### src/design/oam_dma_macros.svh
`ifndef OAM_DMA_MACROS_SVH
`define OAM_DMA_MACROS_SVH

// ==========================================================
// address map
// ==========================================================

// dma source page register
`define DMA_REG_ADDR 16'hFF46
// object attribute memory window
`define OAM_BASE 16'hFE00
// bytes moved per transfer, FE00 to FE9F
`define OAM_LEN 8'd160
// work ram window, C000 to DFFF
`define WRAM_BASE 16'hC000
`define WRAM_ADDR_BITS 13
`define OAM_ADDR_BITS 8

// read values for unmapped and refused accesses
`define OPEN_BUS 8'h9F
`define BLOCKED_READ 8'hFF

`endif

### src/design/bus_pkg.sv
package bus_pkg;

  // ==========================================================
  // cpu side request
  // ==========================================================

  // read_en and write_en are single cycle strobes
  typedef struct packed {
    logic [15:0] addr;
    logic [7:0]  wdata;
    logic        read_en;
    logic        write_en;
  } cpu_req_t;

  // ==========================================================
  // memory port request
  // ==========================================================

  // same layout as the cpu request
  // driven by the dma engine or by the arbiter toward a ram
  typedef struct packed {
    logic [15:0] addr;
    logic [7:0]  wdata;
    logic        read_en;
    logic        write_en;
  } mem_req_t;

endpackage

### src/design/byte_ram.sv
`timescale 1ns/100ps

// single port byte ram
// read data registered, one cycle behind the strobe
module byte_ram #(
  parameter int ADDR_BITS = 8
) (
  input  logic              clk,
  input  bus_pkg::mem_req_t req,
  output logic [7:0]        rdata
);

  localparam int DEPTH = 1 << ADDR_BITS;

  logic [7:0]           mem [DEPTH];
  logic [ADDR_BITS-1:0] index;

  // window offset from the low address bits
  assign index = req.addr[ADDR_BITS-1:0];

  always_ff @(posedge clk) begin
    if (req.write_en) begin
      mem[index] <= req.wdata;
    end
    // rdata holds between reads
    if (req.read_en) begin
      rdata <= mem[index];
    end
  end

endmodule

### config.mk
export PLATFORM = sky130hd
export DESIGN_NAME = byte_ram
export DESIGN_NICKNAME = d
export VERILOG_FILES = /design/src/design/oam_dma_macros.svh /design/src/design/bus_pkg.sv /design/src/design/byte_ram.sv
export SDC_FILE = /design/constraint.sdc
export NUM_CORES = 2
export LEC_CHECK = 0
export BUFFER_PORTS_ARGS = -buffer_cell sky130_fd_sc_hd__buf_2
export CAP_MARGIN = 20
export CORE_ASPECT_RATIO = 0.75
export CORE_MARGIN = 2
export CORE_UTILIZATION = 63
export CTS_CLUSTER_SIZE = 8
export DETAILED_ROUTE_END_ITERATION = 6
export GPL_ROUTABILITY_DRIVEN = 0
export PLACE_DENSITY = 0.89
export SETUP_SLACK_MARGIN = 0.5
export SLEW_MARGIN = 20
export SYNTH_ARGS = -nofsm -noshare
export SYNTH_HDL_FRONTEND = slang
export SYNTH_SLANG_ARGS = --single-unit
### constraint.sdc
create_clock -name clk -period 3.05 [get_ports clk]
set_input_delay 0.61 -clock clk [delete_from_list [all_inputs] [get_ports clk]]
set_output_delay 0.61 -clock clk [all_outputs]
set_load 0.005 [all_outputs]
==> results.sh <==
export IMPL_outcome="finished, final reports clean"
export IMPL_worst_hold_path_type="in2reg"
export IMPL_cts_sinks=2056
export IMPL_worst_slew_pin_slew_ns=0.984
export IMPL_final_layout_size_suffix_gt1_share_pct=36.4
export IMPL_register_area_mm2=0.0617
export IMPL_grt_setup_unrepaired="true"
export IMPL_initial_core_utilization_pct=63.4
export IMPL_p_total_w=0.0640
export IMPL_level_count_of_the_clock_h_tree=5
export IMPL_worst_setup_path_end_kind="flip-flop"
export IMPL_timing_max_transition_violations_final=0
export IMPL_nets=4079
export IMPL_achievable_frequency_mhz=376
export IMPL_synth_area_top_cells="edfxtp_1, mux4_2, a22oi_1"
export IMPL_detailed_place_area_mm2=0.0850
export IMPL_path_clk_slew_ns=0.05
export IMPL_final_hold_worst_slack_ns=0.0769
export IMPL_num_fill_cells=5737
export IMPL_p_leak_nw=29.1
export IMPL_synthesis_warning_total=0
export IMPL_setup_viol=0
export IMPL_final_instance_count_excl_fill=5730
export IMPL_vdd_drop_max_uv=645
export IMPL_grt_start_max_net_pins=108
export IMPL_worst_clock_skew_on_the_final_layout_ns=0.0521
export IMPL_tritoncts="built"
export IMPL_syn_nets=3574
export IMPL_first_global_vias=45000
export IMPL_row_cnt=112
export IMPL_routed_wirelength_um=235000
export IMPL_synth_cell_type_count=21
export IMPL_gr_usage_all_layers_pct=37.5
export IMPL_worstSkewPairLatency_ns=0.92
export IMPL_crit_type="in2reg"
export IMPL_wire_length_of_the_first_global_routing_pass_um=333000
export IMPL_stdcell_area_mm2=0.0932
export IMPL_syn2layout_area_growth_pct=18.6
export IMPL_yosys_area_top_type="edfxtp_1"
export IMPL_power_per_cell_area_mw_per_mm2=686
export IMPL_numPortBuffers=26
export IMPL_critical_path_slowest_cell="mux4_2"
export IMPL_detail_route_first_pass_iterations=7
export IMPL_yosysTopAreaCellShare_pct=78.6
export IMPL_avgViaCountPerCell=7.64
export IMPL_tritoncts_num_buffers=306
export IMPL_relSlewSlack_pct=34.4
export IMPL_synthesis_area_mm2=0.0786
export IMPL_cts_root_buf="clkbuf_16"
export IMPL_globalRouteOverflowTotal=0
export IMPL_critPathLaunchType="input pin"
export IMPL_multi_input_comb_area_mm2=0.0172
export IMPL_regToRegSetupSlack_ns=0.46
export IMPL_min_period_ns=2.66
export IMPL_final_cell_mix="edfxtp_1, mux4_2, buf_4"
export IMPL_avgRoutedWirePerCell_um=41.0
export IMPL_drt_antenna_violating_nets=0
export IMPL_max_cap_violations=0
export IMPL_drt_iter0_markers=7658
export IMPL_synth_seq_cells=2056
export IMPL_cp_arrival_ns=3.29
export IMPL_worst_path_largest_cell_delay_ns=0.58
export IMPL_post_dp_hpwl_um=124000
export IMPL_fp_dieArea_mm2=0.128
export IMPL_design_core_area_mm2=0.124
export IMPL_numPlacedInstances=5390
export IMPL_avgSynthCellArea_um2=22.2
export IMPL_critical_path_cell_chain="buf_12, buf_12, buf_4, mux4_2, a22oi_1, a21oi_1, o41ai_2, buf_4, nand4_1"
export IMPL_critical_path_required_ns=3.68
export IMPL_drt_drc_violations_left=0
export IMPL_hold_viol_final=0
export IMPL_floorplan_die_width_um=412
export IMPL_postLayoutCoreUtil_pct=75.2
export IMPL_io_pins=35
export IMPL_cts_buffer_depth=4
export IMPL_layout_commonest_cell="edfxtp_1"
export IMPL_post_synth_inst_count=3547
export IMPL_post_route_period_util_pct=87.2
export IMPL_crit_path_max_fanout=15
export IMPL_routed_via_count=43800
export IMPL_grt_antenna_before_repair=9
export IMPL_synth_sequential_area_ratio_pct=78.6
export IMPL_die_y_um=310
-- kinds of logic (layout without fill, tap and decap cells) --
group / count (synthesis) / count (layout) / share of synthesized area, %
and+or+nand+nor: 330 / 330 / 1.73
AOI/OAI and AO/OA: 416 / 416 / 3.62
DFF: 2056 / 2056 / 78.6
muxes: 512 / 512 / 14.7
buffers and inverters: 233 / 751 / 1.40
other: 0 / 12 / 0
-- routing by layer --
metal / up-vias / track usage (%) / wire, µm
met5: - / 0 / 27
met4: 4 / 19.8 / 15000
met3: 1050 / 11.4 / 33800
met2: 4582 / 59.6 / 114000
met1: 22100 / 47.2 / 72200
li1: 16000 / - / -
-- layout make-up --
class	instances	share of cell area (%)
Clock buffer	310	8.32
Antenna cell	12	0.0322
Tap cell	1653	2.22
Inverter	1	0.00403
Sequential cell	2056	66.2
Clock inverter	11	0.144
Timing Repair Buffer	429	4.56
Multi-Input combinational cell	1258	18.5
-- sequential cells by signal (all words and copies together), names as in the netlist --
name / cells
rdata: 8
mem: 2048
-- worst max-delay path: cells and delay by family --
family          cells  cell delay (ns)
compound gates      3             1.06
buf+inv             4             0.89
simple gates        1             0.08
mux                 1             0.58
-- report_power, final --
group	switching, W	total, W	internal (W)
Sequential	0.0000458	0.0313	0.0312
Combinational	0.00201	0.00317	0.00116
Clock	0.0118	0.0295	0.0178
-- metrics by stage --
stage | TNS, ns | setup WS, ns
6_report | 0 | 0.391
5_1_grt | 0 | 0.375
4_1_cts | 0 | 0.409
3_5_place_dp | -2.55 | -0.459
3_3_place_gp | -1.86 | -0.407
2_1_floorplan | 0 | 0.456
-- cell usage after synthesis, drive strengths merged --
cell type and count:
edfxtp 2056, and2 3, nor2b 7, clkbuf 145, nand2 28, mux4 512, a22oi 256, o41ai 32
nand3 13, nor3 30, a21oi 128, or3 1, nand2b 6, or2 2, nor2 232, nand4 8
buf 87, inv 1
-- final timing paths --
| kind | from | to | depth (start not counted) |
|---|---|---|---|
| min reg2reg | mem[70][0] | rdata[0] | 6 |
| min | req[1] | rdata[4] | 1 |
| max | req[10] | rdata[6] | 9 |
| max reg2reg | mem[239][0] | rdata[0] | 6 |
-- timing repair --
action | CTS | global route
resized for setup | 11 | 25
hold buffers | 0 | 0
pin swaps | 1 | 4
cloned | 0 | 1
endpoints found under the setup margin | 6 | 7
setup buffers | 0 | 6
Power figures use the tool's default switching activity.
