[src/design/oam_dma_macros.svh]
`ifndef OAM_DMA_MACROS_SVH
`define OAM_DMA_MACROS_SVH

// ==========================================================
// address map
// ==========================================================

// dma source page register
`define DMA_REG_ADDR 16'hFF46
// object attribute memory window
`define OAM_BASE 16'hFE00
// bytes moved per transfer, FE00 to FE9F
`define OAM_LEN 8'd160
// work ram window, C000 to DFFF
`define WRAM_BASE 16'hC000
`define WRAM_ADDR_BITS 13
`define OAM_ADDR_BITS 8

// read values for unmapped and refused accesses
`define OPEN_BUS 8'h9F
`define BLOCKED_READ 8'hFF

`endif

[src/design/bus_pkg.sv]
package bus_pkg;

  // ==========================================================
  // cpu side request
  // ==========================================================

  // read_en and write_en are single cycle strobes
  typedef struct packed {
    logic [15:0] addr;
    logic [7:0]  wdata;
    logic        read_en;
    logic        write_en;
  } cpu_req_t;

  // ==========================================================
  // memory port request
  // ==========================================================

  // same layout as the cpu request
  // driven by the dma engine or by the arbiter toward a ram
  typedef struct packed {
    logic [15:0] addr;
    logic [7:0]  wdata;
    logic        read_en;
    logic        write_en;
  } mem_req_t;

endpackage

[src/design/dma_pkg.sv]
package dma_pkg;

  // per byte copy sequence, one cycle each
  // read     read strobe on the port
  // latch    source byte back, write strobe set up
  // settle   write strobe on the port
  // done     index step or end of transfer
  typedef enum logic [1:0] {
    PH_READ,
    PH_LATCH,
    PH_SETTLE,
    PH_WRITE_DONE
  } dma_phase_t;

endpackage

// four phases per byte
// 160 bytes, 640 cycles

[src/design/oam_dma_engine.sv]
`timescale 1ns/100ps

`include "oam_dma_macros.svh"

module oam_dma_engine (
  input  logic              clk,
  input  logic              reset,
  input  logic              start,
  input  logic [7:0]        start_page,
  output logic [7:0]        source_page,
  output logic              busy,
  output bus_pkg::mem_req_t dma_req,
  input  logic [7:0]        dma_rdata
);

  // control state
  logic [7:0]          page_q;
  logic [7:0]          index_q;
  logic                busy_q;
  dma_pkg::dma_phase_t phase_q;
  logic                rd_q;
  logic                wr_q;

  // port payload
  logic [15:0] addr_q;
  logic [7:0]  wdata_q;

  logic        last_byte;
  logic [7:0]  next_index;
  logic [15:0] dst_addr;

  assign last_byte  = (index_q == (`OAM_LEN - 8'd1));
  assign next_index = index_q + 8'd1;
  // destination is oam base plus byte index
  assign dst_addr   = `OAM_BASE + {8'h00, index_q};

  // ==========================================================
  // sequencer
  // ==========================================================
  always_ff @(posedge clk or posedge reset) begin
    if (reset) begin
      page_q  <= 8'h00;
      index_q <= 8'd0;
      busy_q  <= 1'b0;
      phase_q <= dma_pkg::PH_READ;
      rd_q    <= 1'b0;
      wr_q    <= 1'b0;
    end else if (start) begin
      // new page, also restarts a running transfer
      page_q  <= start_page;
      index_q <= 8'd0;
      busy_q  <= 1'b1;
      phase_q <= dma_pkg::PH_READ;
      rd_q    <= 1'b1;
      wr_q    <= 1'b0;
    end else if (busy_q) begin
      unique case (phase_q)
        dma_pkg::PH_READ: begin
          // read sampled by the ram this cycle
          rd_q    <= 1'b0;
          phase_q <= dma_pkg::PH_LATCH;
        end
        dma_pkg::PH_LATCH: begin
          wr_q    <= 1'b1;
          phase_q <= dma_pkg::PH_SETTLE;
        end
        dma_pkg::PH_SETTLE: begin
          // oam takes the byte at the end of this cycle
          wr_q    <= 1'b0;
          phase_q <= dma_pkg::PH_WRITE_DONE;
        end
        dma_pkg::PH_WRITE_DONE: begin
          phase_q <= dma_pkg::PH_READ;
          if (last_byte) begin
            busy_q  <= 1'b0;
            index_q <= 8'd0;
          end else begin
            // next byte read goes out right away
            index_q <= next_index;
            rd_q    <= 1'b1;
          end
        end
      endcase
    end
  end

  // ==========================================================
  // address and data toward the port
  // ==========================================================
  always_ff @(posedge clk) begin
    if (start) begin
      addr_q <= {start_page, 8'h00};
    end else if (busy_q && (phase_q == dma_pkg::PH_LATCH)) begin
      // source byte is on dma_rdata now
      addr_q  <= dst_addr;
      wdata_q <= dma_rdata;
    end else if (busy_q && (phase_q == dma_pkg::PH_WRITE_DONE)) begin
      addr_q <= {page_q, next_index};
    end
  end

  assign dma_req.addr     = addr_q;
  assign dma_req.wdata    = wdata_q;
  assign dma_req.read_en  = rd_q;
  assign dma_req.write_en = wr_q;

  assign source_page = page_q;
  assign busy        = busy_q;

endmodule

[config.mk]
export PLATFORM = sky130hd
export DESIGN_NAME = oam_dma_engine
export DESIGN_NICKNAME = d
export VERILOG_FILES = /design/src/design/bus_pkg.sv /design/src/design/dma_pkg.sv /design/src/design/oam_dma_engine.sv
export VERILOG_INCLUDE_DIRS = /design/src /design/src/design
export SDC_FILE = /design/constraint.sdc
export NUM_CORES = 1
export LEC_CHECK = 0
export BUFFER_PORTS_ARGS = -buffer_cell sky130_fd_sc_hd__clkbuf_2
export CAP_MARGIN = 30
export CORE_MARGIN = 2
export CORE_UTILIZATION = 56
export CTS_BUF_LIST = sky130_fd_sc_hd__clkbuf_16
export DETAILED_ROUTE_END_ITERATION = 8
export MAX_ROUTING_LAYER = met4
export PLACE_DENSITY = 0.92
export SYNTH_ARGS = -nofsm -noshare
export SYNTH_HDL_FRONTEND = slang
export SYNTH_SLANG_ARGS = --single-unit
[constraint.sdc]
create_clock -name clk -period 3.3 [get_ports clk]
set_input_delay 0.66 -clock clk [delete_from_list [all_inputs] [get_ports clk]]
set_output_delay 0.66 -clock clk [all_outputs]
set_load 0.01 [all_outputs]
==> flow_metrics.env <==
export IMPL_total_power_mw=1.64
export IMPL_fmax_mhz=491
export IMPL_cts_setup_buffers=0
export IMPL_worstSetupEndpointType="flop"
export IMPL_die_w_um=63.9
export IMPL_cap_violations=0
export IMPL_drt_wl_total_um=4200
export IMPL_drive_gt1_share_pct=28.6
export IMPL_irDropWorstVdd_mv=0.341
export IMPL_place_area_mm2=0.00229
export IMPL_cts_hold_buf=0
export IMPL_synth_simple_gate_area_share_pct=14.6
export IMPL_place_ws_ps=1270
export IMPL_rsz0062_at_grt="false"
export IMPL_crit_required_ps=3490
export IMPL_syn_num_nets=207
export IMPL_coreArea_mm2=0.00339
export IMPL_synthCells=183
export IMPL_syn_area_per_cell_um2=11.0
export IMPL_ios=54
export IMPL_layout_setup_ws_ps=1260
export IMPL_path_clk_slew_ps=60
export IMPL_synth_flop_cell="dfrtp_1"
export IMPL_die_h_um=63.9
export IMPL_p_per_area_mw_per_mm2=669
export IMPL_cts_tree="built"
export IMPL_finClkSkew_ps=6.34
export IMPL_min_path_type="reg -> reg"
export IMPL_finalHoldViolCount=0
export IMPL_final_area_mm2=0.00245
export IMPL_grt_usage_pct=23.5
export IMPL_clk_latency_ps=280
export IMPL_numCtsBuffers=5
export IMPL_cp_arrival_ps=2230
export IMPL_final_nets=257
export IMPL_post_cts_resized=0
export IMPL_synthAdderAreaFrac_pct=3.11
export IMPL_cp_max_fo=15
export IMPL_busiest_layer="met2"
export IMPL_setup_tns_ps=0
export IMPL_via_per_inst=5.65
export IMPL_synth_edf_count=16
export IMPL_routedWlPerCell_um=15.0
export IMPL_synth_compound_area_share_pct=12.8
export IMPL_drt_iter0_markers=65
export IMPL_synthMuxAreaShare_pct=4.98
export IMPL_cts_sinks=45
export IMPL_detail_route_antenna_nets=0
export IMPL_layout_common_cells="53 x clkbuf_2, 21 x dfrtp_1, 17 x nand2_1, 16 x edfxtp_1, 13 x nor2_1"
export IMPL_synth_cell_types=43
export IMPL_die_area_mm2=0.00409
export IMPL_gr_usage_met3_pct=4.93
export IMPL_leakage_nw=1.11
export IMPL_grt_antenna_before_repair=0
export IMPL_max_slew_worst_pin_slew_ps=818
export IMPL_place_hpwl_um=2940
export IMPL_fin_crit_ps=2040
export IMPL_fill_cells=222
export IMPL_yosys_warnings=0
export IMPL_path_class="reg -> reg"
export IMPL_root_buffer="clkbuf_16"
export IMPL_drc=0
export IMPL_synth_top_family_by_area="simple AND/OR/NAND/NOR gates"
export IMPL_grt_util_met1_pct=29.3
export IMPL_num_rows=21
export IMPL_syn2layout_area_growth_pct=22.0
export IMPL_antenna_cells=0
export IMPL_port_buffers=53
export IMPL_vias=1582
export IMPL_synth_xor_area_share_pct=1.74
export IMPL_grt_overflow=0
export IMPL_grt_max_degree=27
export IMPL_maxSlewHeadroom_pct=45.4
export IMPL_post_route_period_util_pct=61.7
export IMPL_clock_path_buffers=2
export IMPL_cts_max_level=2
export IMPL_start_util_pct=59.3
export IMPL_start_kind="flop"
export IMPL_grt_first_pass_wirelength_um=7130
export IMPL_seq_area_frac_synth_pct=58.0
export IMPL_status="complete, no violations"
export IMPL_finalSetupViolCount=0
export IMPL_firstDrtPassIters=4
export IMPL_place_gp_congestion=1.01
export IMPL_ys_ff_latch=45
export IMPL_synth_cell_area_mm2=0.00201
export IMPL_final_common_cell="clkbuf_2"
export IMPL_synth_async_reset_ratio_pct=46.7
export IMPL_use_met2_pct=37.2
export IMPL_grt_pass1_vias=1521
export IMPL_drv_slew=0
layer usage:
metal  part of all wire, %  vias up  wire length, µm
met3                   8.4       14              351
met5                     0        -                0
li1                      -      742                -
met1                    40      725             1670
met2                    49      101             2060
met4                   2.7        0              113
flip-flops by register name, summed over array words and instances, names as in the netlist:
signal / cells
addr_q: 16
index_q: 8
phase_q: 2
source_page: 8
wr_q: 1
rd_q: 1
busy: 1
wdata_q: 8
area by class of cell:
type	count	area [µm²]	area share, %
multi-input combinational	116	748	30.5
clock inverter	3	41.3	1.68
timing repair buffer	54	273	11.1
sequential	45	1170	47.6
clock buffer	5	125	5.10
tap	46	57.6	2.35
inverter	11	41.3	1.68
stage by stage:
stage / hold WS, ps / util, % / cells
after floorplan: 465 / - / 183
after global placement: 478 / 67.4 / 272
after detailed placement: 488 / 67.4 / 272
after CTS: 493 / 72.4 / 280
after global routing: 517 / 72.4 / 280
final: 491 / 72.4 / 280
power by group:
| group | switching, mW | internal [mW] |
|---|---|---|
| Sequential | 0.0476 | 0.678 |
| Combinational | 0.225 | 0.147 |
| Clock | 0.190 | 0.354 |
worst max-delay path, stage by stage, from the launching register on:
cell	delay (ps)
dfrtp_1	390
ha_1	510
nand2_1	300
a211oi_4	370
a41oi_1	180
a31oi_1	180
path summary, 6_finish.rpt:
path | to | from | cells past startpoint | slack, ps
worst max register to register | index_q[7] | phase_q[1] | 5 | 1260
max in group asynchronous | index_q[6] | reset | 2 | 2270
worst max-delay path | index_q[7] | phase_q[1] | 5 | 1260
worst min register to register | wr_q | wr_q | 1 | 490
min in group asynchronous | source_page[3] | reset | 2 | 520
worst min-delay path | wr_q | wr_q | 1 | 490
synth_stat cells (3+ instances only):
library cell	instances	area share [%]
dfxtp_1	8	8.0
dfrtp_1	21	26
and3_1	3	0.93
nor2_1	13	2.4
a21oi_1	11	2.7
a211oi_1	4	1.5
inv_1	8	1.5
nand3_1	9	2.2
buf_2	4	1.0
edfxtp_1	16	24
clkbuf_1	3	0.56
a31oi_1	3	0.93
ha_1	5	3.1
inv_2	3	0.56
nand2b_1	8	2.5
o21ai_0	4	1.0
mux2_1	7	3.9
nand2_1	17	3.2
xor2_1	3	1.3
o21ai_1	5	1.2
cell families after synthesis:
| logic type | Yosys count |
|---|---|
| AO/OA/AOI/OAI | 39 |
| multiplexers | 9 |
| XOR/XNOR | 4 |
| buffers and inverters | 22 |
| AND/OR/NAND/NOR | 59 |
| flip-flops | 45 |
| adder cells (fa/ha/maj) | 5 |
No activity file was read; power rests on OpenSTA's default activity.
