===== src/design/oam_dma_macros.svh =====
`ifndef OAM_DMA_MACROS_SVH
`define OAM_DMA_MACROS_SVH

// ==========================================================
// address map
// ==========================================================

// dma source page register
`define DMA_REG_ADDR 16'hFF46
// object attribute memory window
`define OAM_BASE 16'hFE00
// bytes moved per transfer, FE00 to FE9F
`define OAM_LEN 8'd160
// work ram window, C000 to DFFF
`define WRAM_BASE 16'hC000
`define WRAM_ADDR_BITS 13
`define OAM_ADDR_BITS 8

// read values for unmapped and refused accesses
`define OPEN_BUS 8'h9F
`define BLOCKED_READ 8'hFF

`endif


===== src/design/bus_pkg.sv =====
package bus_pkg;

  // ==========================================================
  // cpu side request
  // ==========================================================

  // read_en and write_en are single cycle strobes
  typedef struct packed {
    logic [15:0] addr;
    logic [7:0]  wdata;
    logic        read_en;
    logic        write_en;
  } cpu_req_t;

  // ==========================================================
  // memory port request
  // ==========================================================

  // same layout as the cpu request
  // driven by the dma engine or by the arbiter toward a ram
  typedef struct packed {
    logic [15:0] addr;
    logic [7:0]  wdata;
    logic        read_en;
    logic        write_en;
  } mem_req_t;

endpackage


===== src/design/mem_arbiter.sv =====
`timescale 1ns/100ps

`include "oam_dma_macros.svh"

module mem_arbiter (
  input  logic              clk,
  input  logic              reset,
  input  bus_pkg::cpu_req_t cpu,
  output logic [7:0]        cpu_rdata,
  output logic              start,
  output logic [7:0]        start_page,
  input  logic [7:0]        source_page,
  input  logic              busy,
  input  bus_pkg::mem_req_t dma_req,
  output logic [7:0]        dma_rdata,
  output bus_pkg::mem_req_t wram_req,
  input  logic [7:0]        wram_rdata,
  output bus_pkg::mem_req_t oam_req,
  input  logic [7:0]        oam_rdata
);

  // one past the last byte of each window
  localparam logic [16:0] WRAM_END = {1'b0, `WRAM_BASE} + (17'd1 << `WRAM_ADDR_BITS);
  localparam logic [16:0] OAM_END  = {1'b0, `OAM_BASE} + {9'd0, `OAM_LEN};

  function automatic logic in_wram(input logic [15:0] addr);
    return (addr >= `WRAM_BASE) && ({1'b0, addr} < WRAM_END);
  endfunction

  function automatic logic in_oam(input logic [15:0] addr);
    return (addr >= `OAM_BASE) && ({1'b0, addr} < OAM_END);
  endfunction

  logic              cpu_dma_reg;
  logic              cpu_ram;
  bus_pkg::mem_req_t owner_req;
  logic [7:0]        hold_q;
  logic              wram_pend_q;
  logic              oam_pend_q;
  logic              dma_wram_hit_q;
  logic              dma_oam_hit_q;

  // ==========================================================
  // cpu decode
  // ==========================================================
  assign cpu_dma_reg = (cpu.addr == `DMA_REG_ADDR);
  assign cpu_ram     = in_wram(cpu.addr) || in_oam(cpu.addr);
  // register write stays live during a transfer
  assign start       = cpu.write_en && cpu_dma_reg;
  assign start_page  = cpu.wdata;

  // engine owns the port for the whole transfer
  assign owner_req = busy ? dma_req : bus_pkg::mem_req_t'(cpu);

  always_comb begin
    wram_req          = owner_req;
    wram_req.read_en  = owner_req.read_en && in_wram(owner_req.addr);
    wram_req.write_en = owner_req.write_en && in_wram(owner_req.addr);
    oam_req           = owner_req;
    oam_req.read_en   = owner_req.read_en && in_oam(owner_req.addr);
    oam_req.write_en  = owner_req.write_en && in_oam(owner_req.addr);
  end

  // ==========================================================
  // read data return
  // ==========================================================
  always_ff @(posedge clk or posedge reset) begin
    if (reset) begin
      hold_q         <= 8'h00;
      wram_pend_q    <= 1'b0;
      oam_pend_q     <= 1'b0;
      dma_wram_hit_q <= 1'b0;
      dma_oam_hit_q  <= 1'b0;
    end else begin
      wram_pend_q <= 1'b0;
      oam_pend_q  <= 1'b0;
      // keep ram data once the ram moves on
      if (wram_pend_q || oam_pend_q)
        hold_q <= cpu_rdata;
      if (cpu.read_en) begin
        if (cpu_dma_reg)
          hold_q <= source_page;
        else if (cpu_ram && busy)
          hold_q <= `BLOCKED_READ;
        else if (in_wram(cpu.addr))
          wram_pend_q <= 1'b1;
        else if (in_oam(cpu.addr))
          oam_pend_q <= 1'b1;
        else
          hold_q <= `OPEN_BUS;
      end
      // region of the dma read one cycle back
      dma_wram_hit_q <= busy && wram_req.read_en;
      dma_oam_hit_q  <= busy && oam_req.read_en;
    end
  end

  assign cpu_rdata = wram_pend_q ? wram_rdata : (oam_pend_q ? oam_rdata : hold_q);
  // unmapped source page copies ff
  assign dma_rdata = dma_wram_hit_q ? wram_rdata :
                     (dma_oam_hit_q ? oam_rdata : `BLOCKED_READ);

endmodule


===== config.mk =====
export PLATFORM = sky130hd
export DESIGN_NAME = mem_arbiter
export DESIGN_NICKNAME = d
export VERILOG_FILES = /design/src/design/bus_pkg.sv /design/src/design/mem_arbiter.sv
export VERILOG_INCLUDE_DIRS = /design/src /design/src/design
export SDC_FILE = /design/constraint.sdc
export NUM_CORES = 1
export LEC_CHECK = 0
export BUFFER_PORTS_ARGS = -buffer_cell sky130_fd_sc_hd__buf_2
export CORE_MARGIN = 1.5
export CORE_UTILIZATION = 33
export CTS_BUF_LIST = sky130_fd_sc_hd__clkbuf_16
export DETAILED_ROUTE_END_ITERATION = 6
export GPL_ROUTABILITY_DRIVEN = 0
export GPL_TIMING_DRIVEN = 0
export PLACE_DENSITY = 0.78
export SYNTH_ARGS = -nofsm -noshare
export SYNTH_HDL_FRONTEND = slang
export SYNTH_SLANG_ARGS = --single-unit
export TNS_END_PERCENT = 1

===== constraint.sdc =====
create_clock -name clk -period 1 [get_ports clk]
set_input_delay 0.1 -clock clk [delete_from_list [all_inputs] [get_ports clk]]
set_output_delay 0.1 -clock clk [all_outputs]
set_load 0.02 [all_outputs]

==> summary.txt, run 1 <==
Share of the synthesized area in the top cell type: 19.4%
Status: finished, violations left
Slowest cell delay on critical path: 330 ps
Clock Latency Late Sink: 240 ps
Slew Limit Headroom: 69.3%
Crit Path Max Fanout: 8
Failing checks: negative setup slack
Worst endpoint required time: 900 ps
Inserted Diodes: 0
Min-delay worst type: input pin to flip-flop
Fillers: 332
Clk sink count: 12
Final setup violation count: 51
Post-route ant nets: 0
Via count: 1991
Crit end category: output port
Fmax: 734 MHz
Slew @ Worst Pin: 460 ps
Tcrit/Tclk final: 136%
Routing usage on met1: 25.2%
Synth async-reset ratio: 100%
Pwr Density: 855 nW/um^2
Max-slew violation count: 0
DR pass1 iterations: 4
Mapped Area: 1540 um^2
RSZ-0062 raised after global routing: yes
GR Layer Usage met2: 40.3%
1st-iter DRT viols: 62
Clock root buffer: clkbuf_16
Wire length per cell: 14.6 um
Pleak: 0.00152 uW
Hpwl dp: 4.49 mm
Max-cap violations: 0
Synthesis Warnings: 0
Clk_skew: 2.35 ps
Die Y: 71.4 um
Final nets: 431
Die area: 5100 um^2
Reg area: 302 um^2
CTS H-tree depth: 1
Worst R2R Setup Slack: -220 ps
Vias in the first global route: 1954
Worst flop-to-flop path endpoint: hold_q[5]
Post-synth top area cell: dfrtp_1
CP cell instances: buf_6 > mux2i_1 > o21a_1 > inv_1 > buf_2
Initial antenna violation count: 0
Clock-pin slew on the worst setup and hold paths: 40 ps
Layout cells sized above 1: 71.8%
Synthesized Nets: 271
Main area contributors after synthesis: dfrtp_1, buf_4, mux2_2
Buffers plus inverters on the worst setup path: 3
Core outline area: 4410 um^2
Register bit total from synthesis: 12
Most used routing layer in global routing: met2
Row count: 24
Starting Density: 35.0%
Final Hold Fails: 0
TritonCTS Buffers: 3
Placed cell count: 398
Port bufs: 154
I/O pins: 156
Synth unique cells: 38
Setup WS pre-CTS: -352 ps
Final non-filler cell total: 403
Crit path DAT: 1260 ps
Most common cell in the netlist: buf_4
GR Layer Usage met3: 3.09%
Drt total wl: 5.86 mm
Multi-input gate area: 1110 um^2
Grt total ovfl: 0
EDFF count, synth: 0
Synth-to-layout area growth: 94.5%
CTS tree: built
Min Tclk post-route: 1360 ps
Drc violations: 0
Mapped Cells: 192
Delay-heaviest family, CP: buffers and inverters
Worst VDD drop: 0.790 mV
Main synth FF type: dfrtp_1
Seq/Total Area, Yosys: 19.4%
Avg Inst Size Synth: 8.04 um^2
Total Routing Usage GR: 21.4%
Critical path origin: oam_pend_q
Worst-case reg-to-reg path depth: 5
Final worst slack: -362 ps
Synth cell count leaders: buf_4, mux2_2, inv_1, nand2_1, nor2_1
Via density: 4.94
Setup CP Type: flip-flop to output port
Cell at the slowest stage of the critical path: dfrtp_1
Crit path depth: 5
First-pass GRT wire length: 8.85 mm
Max clock buf depth: 2
Largest net degree at the start of global routing: 13
CP endpoint: cpu_rdata[7]
Reg2reg start: oam_pend_q
Startpoint types: flip-flop
Horiz. Die Dim: 71.4 um
==> cells in the final DEF, fill, tap and decap left out, types with 3 or more instances in the layout <==
cell       instances
o21a_1             7
inv_1             14
nor2_1             8
mux2_4            23
buf_2            123
dfrtp_1           11
o21ai_1            3
buf_12             4
nor2_2             6
nor3_1             4
a21oi_2           10
clkbuf_16          3
buf_4             19
buf_6             47
mux2i_1            9
a2bb2oi_1          5
nand2_1           13
==> per-stage QoR <==
step           util [%]  total power [uW]  setup TNS, ps  hold WS [ps]  area, um^2
2_1_floorplan         -              1170          -4240         -35.3        1600
3_3_place_gp       55.2              1560         -12640           127        2430
3_5_place_dp       55.2              1570         -13130           141        2430
4_1_cts            64.3              2480          -8000           105        2840
5_1_grt            68.0              2690          -9340           112        3000
6_report           68.0              2570          -7210           111        3000
==> repair_timing <==
action / 4_1_cts / 5_1_grt
endpoints found under the setup margin: 70 / 51
endpoints found under the hold margin: 12 / 0
gates resized for setup: 89 / 45
pin swaps: 6 / 2
setup buffers: 1 / 0
hold buffers: 1 / 0
==> how the worst min path moves through the flow <==
stage / start / end / slack (ps) / cells past startpoint
after floorplan: reset / dma_oam_hit_q / -40 / 1
after global placement: reset / hold_q[0] / 130 / 2
after detailed placement: reset / hold_q[3] / 140 / 2
after CTS: source_page[0] / hold_q[0] / 110 / 2
after global routing: source_page[0] / hold_q[0] / 110 / 2
final: cpu[23] / wram_pend_q / 110 / 2
==> cell families after synthesis <==
| logic type | count (synthesis) | share of synthesized area, % |
|---|---|---|
| muxes | 32 | 22.9 |
| DFF | 12 | 19.4 |
| buffers and inverters | 54 | 22.1 |
| and+or+nand+nor | 54 | 18.5 |
| AOI/OAI and AO/OA | 40 | 17.1 |
==> where the power goes <==
group / leakage, uW / switching (uW) / internal, uW / total [uW]
sequential: 0.000133 / 5.19 / 501 / 506
combinational: 0.00135 / 652 / 688 / 1340
clock: 0.0000385 / 198 / 525 / 723
==> routing by layer <==
metal | share of wire (%) | vias to the layer above
met1 | 39 | 915
met3 | 7.1 | 6
met5 | 0 | -
li1 | - | 962
met2 | 53 | 108
met4 | 1.1 | 0
==> state kept, by name (all words and copies together) (netlist names) <==
name	cells
wram_pend_q	1
oam_pend_q	1
dma_wram_hit_q	1
hold_q	8
dma_oam_hit_q	1
==> worst reg2reg max path: stages, from the launching register on <==
cell and delay [ps]:
dfrtp_1 360, buf_6 150, mux2i_1 140, o211ai_1 200
a31oi_1 60, a211oi_1 210
==> area by class of cell <==
type                    instances  area share (%)
inverters                      14            1.75
clock buffers                   3            2.50
plain buffers                  39            14.4
well taps                      52            2.17
clock inverters                 1           0.125
repair buffers                156            32.0
multi-input cells             126            37.0
flip-flops and latches         12            10.0
Note: power is estimated with default switching activity, not from simulation.
==> inputs of run 2 (changes only) <==
--- a/config.mk
+++ b/config.mk
@@ -8,12 +8,13 @@
 export LEC_CHECK = 0
 export BUFFER_PORTS_ARGS = -buffer_cell sky130_fd_sc_hd__buf_2
 export CORE_MARGIN = 1.5
-export CORE_UTILIZATION = 33
+export CORE_UTILIZATION = 36
 export CTS_BUF_LIST = sky130_fd_sc_hd__clkbuf_16
+export CTS_CLUSTER_DIAMETER = 150
 export DETAILED_ROUTE_END_ITERATION = 6
 export GPL_ROUTABILITY_DRIVEN = 0
 export GPL_TIMING_DRIVEN = 0
-export PLACE_DENSITY = 0.78
+export PLACE_DENSITY = 0.81
 export SYNTH_ARGS = -nofsm -noshare
 export SYNTH_HDL_FRONTEND = slang
 export SYNTH_SLANG_ARGS = --single-unit
==> constraint.sdc (replaced) <==
create_clock -name clk -period 1.5 [get_ports clk]
set_input_delay 0.15 -clock clk [delete_from_list [all_inputs] [get_ports clk]]
set_output_delay 0.15 -clock clk [all_outputs]
set_load 0.02 [all_outputs]
==> run 2 against run 1 <==
  * The flow now finishes without violations
  * Final cell count down 0.99%
  * Critical endpoint is now cpu_rdata[3]
  * Via count down 4.7%
  * Register-to-register slack improved by 520 ps
  * Setup slack better by 410 ps
  * Power shrank 41%
==> summary.txt, run 2 (synthesis gave the netlist of run 1 again) <==
Pwr Density: 605 nW/um^2
Setup CP Type: flip-flop to output port
Worst-case reg-to-reg path depth: 5
Reg2reg start: oam_pend_q
Via density: 4.76
I/O pins: 156
Initial antenna violation count: 0
Largest register by flop count: hold_q
CP cell instances: buf_2 > buf_6 > o21a_1 > inv_1 > buf_2
RSZ-0062 raised after global routing: yes
Max-slew violation count: 0
Sequential share of power: 22.4%
Most frequent cells in the layout: buf_2, buf_4, mux2_2
Grt total ovfl: 0
Final Util: 61.5%
Setup WS pre-CTS: 39.4 ps
Slew @ Worst Pin: 452 ps
Clk_skew: 1.16 ps
Most frequent CP cell: buf_2
Via count: 1898
Crit path DAT: 1300 ps
CTS tree: built
1st-iter DRT viols: 52
Fmax: 690 MHz
Min-delay worst type: input pin to flip-flop
Tcrit/Tclk final: 96.7%
Number of flip-flops in the largest register: 8
Post-DP Area: 2380 um^2
Clock Latency Late Sink: 240 ps
Final setup violation count: 0
P_sw: 505 uW
Clock power frac: 31.5%
Cell at the slowest stage of the critical path: dfrtp_1
Pleak: 0.00129 uW
Largest net degree at the start of global routing: 13
Die area: 4690 um^2
Max-cap violations: 0
Layout cells sized above 1: 65.3%
Min-delay src: cpu[23]
Crit end category: output port
Min Tclk post-route: 1450 ps
Critical path origin: wram_pend_q
Starting Density: 38.1%
Clock root buffer: clkbuf_16
Final Hold Fails: 0
TritonCTS Buffers: 3
Worst endpoint required time: 1350 ps
Die Y: 68.5 um
Combinational Power Share: 46.1%
Hold Slack: 160 ps
Wire length per cell: 12.5 um
Inserted Diodes: 0
Horiz. Die Dim: 68.5 um
Startpoint types: flip-flop
Drc violations: 0
DR pass1 iterations: 4
Crit Path Max Fanout: 10
Final nets: 430
Core outline area: 4060 um^2
Status: complete, no violations
Row count: 23
Hpwl dp: 4.32 mm
Final worst slack: 49.8 ps
Clock-pin slew on the worst setup and hold paths: 40 ps
Commonest non-fill, non-tap cell in the layout: buf_2
Slew Limit Headroom: 69.8%
First-pass GRT wire length: 7.24 mm
Crit path depth: 5
Total Routing Usage GR: 20.0%
Port bufs: 154
Fillers: 361
CTS H-tree depth: 1
Drt total wl: 5.00 mm
Synth-to-layout area growth: 61.5%
Post-route ant nets: 0
Net Sw Frac: 33.5%
Buffers plus inverters on the worst setup path: 4
Clk sink count: 12
Worst VDD drop: 0.329 mV
Delay-heaviest family, CP: buffers and inverters
Int Pwr: 1000 uW
Max clock buf depth: 2
Vias in the first global route: 1703
Final Cell Area: 2490 um^2
Slowest cell delay on critical path: 340 ps
Number of stages on the worst hold path: 2
## run 2: cell types whose count changed in the layout (fill, tap and decap cells not counted), moves of 4 or more
cell     previous run  this run
nor2_1              8        14
buf_6              47         4
buf_4              19        34
buf_2             123       155
a21oi_2            10         0
mux2_4             23         1
mux2_2              0        22
nor2_2              6         0
buf_12              4         0
a21oi_1             1        11
## run 2: final cells by class
cell class	count	area [um^2]	area share, %
plain buffers	39	297	11.9
clock buffers	3	75.1	3.01
inverters	14	52.6	2.11
multi-input cells	126	916	36.7
flip-flops and latches	12	302	12.1
well taps	50	62.6	2.51
repair buffers	155	790	31.7
## run 2: power groups by stage
stage | combinational (uW) | clock, uW | sequential [uW]
after detailed placement | 691 | 0 | 341
after CTS | 695 | 485 | 338
after global routing | 749 | 505 | 338
after floorplan | 427 | 0 | 340
final | 695 | 475 | 338
after global placement | 681 | 0 | 340
## run 2: routing by layer
layer / vias up / routed length (um) / track usage (%)
met4: 0 / 37 / 6.00
li1: 960 / - / -
met2: 87 / 2570 / 37.4
met1: 847 / 1950 / 22.6
met3: 4 / 447 / 4.22
met5: - / 0 / 0
## run 2: worst paths after layout
kind / end / slack, ps
max in group asynchronous: dma_wram_hit_q / 700
worst min register to register: hold_q[0] / 710
worst max register to register: hold_q[6] / 300
worst max-delay path: cpu_rdata[3] / 50
min in group asynchronous: hold_q[0] / 460
worst min-delay path: wram_pend_q / 160
## run 2: stage by stage
step / TNS (ps) / total power (uW) / cells
3_5_place_dp: 0 / 1030 / 396
2_1_floorplan: 0 / 766 / 192
5_1_grt: -86.4 / 1590 / 399
3_3_place_gp: 0 / 1020 / 396
6_report: 0 / 1510 / 399
4_1_cts: 0 / 1520 / 399
## run 2: what timing repair did
item / CTS / global route
endpoints found under the setup margin: 15 / 17
hold buffers: 1 / 0
setup buffers: 0 / 0
pin swaps: 0 / 1
hold endpoints to repair: 12 / 0
gates resized for setup: 5 / 9
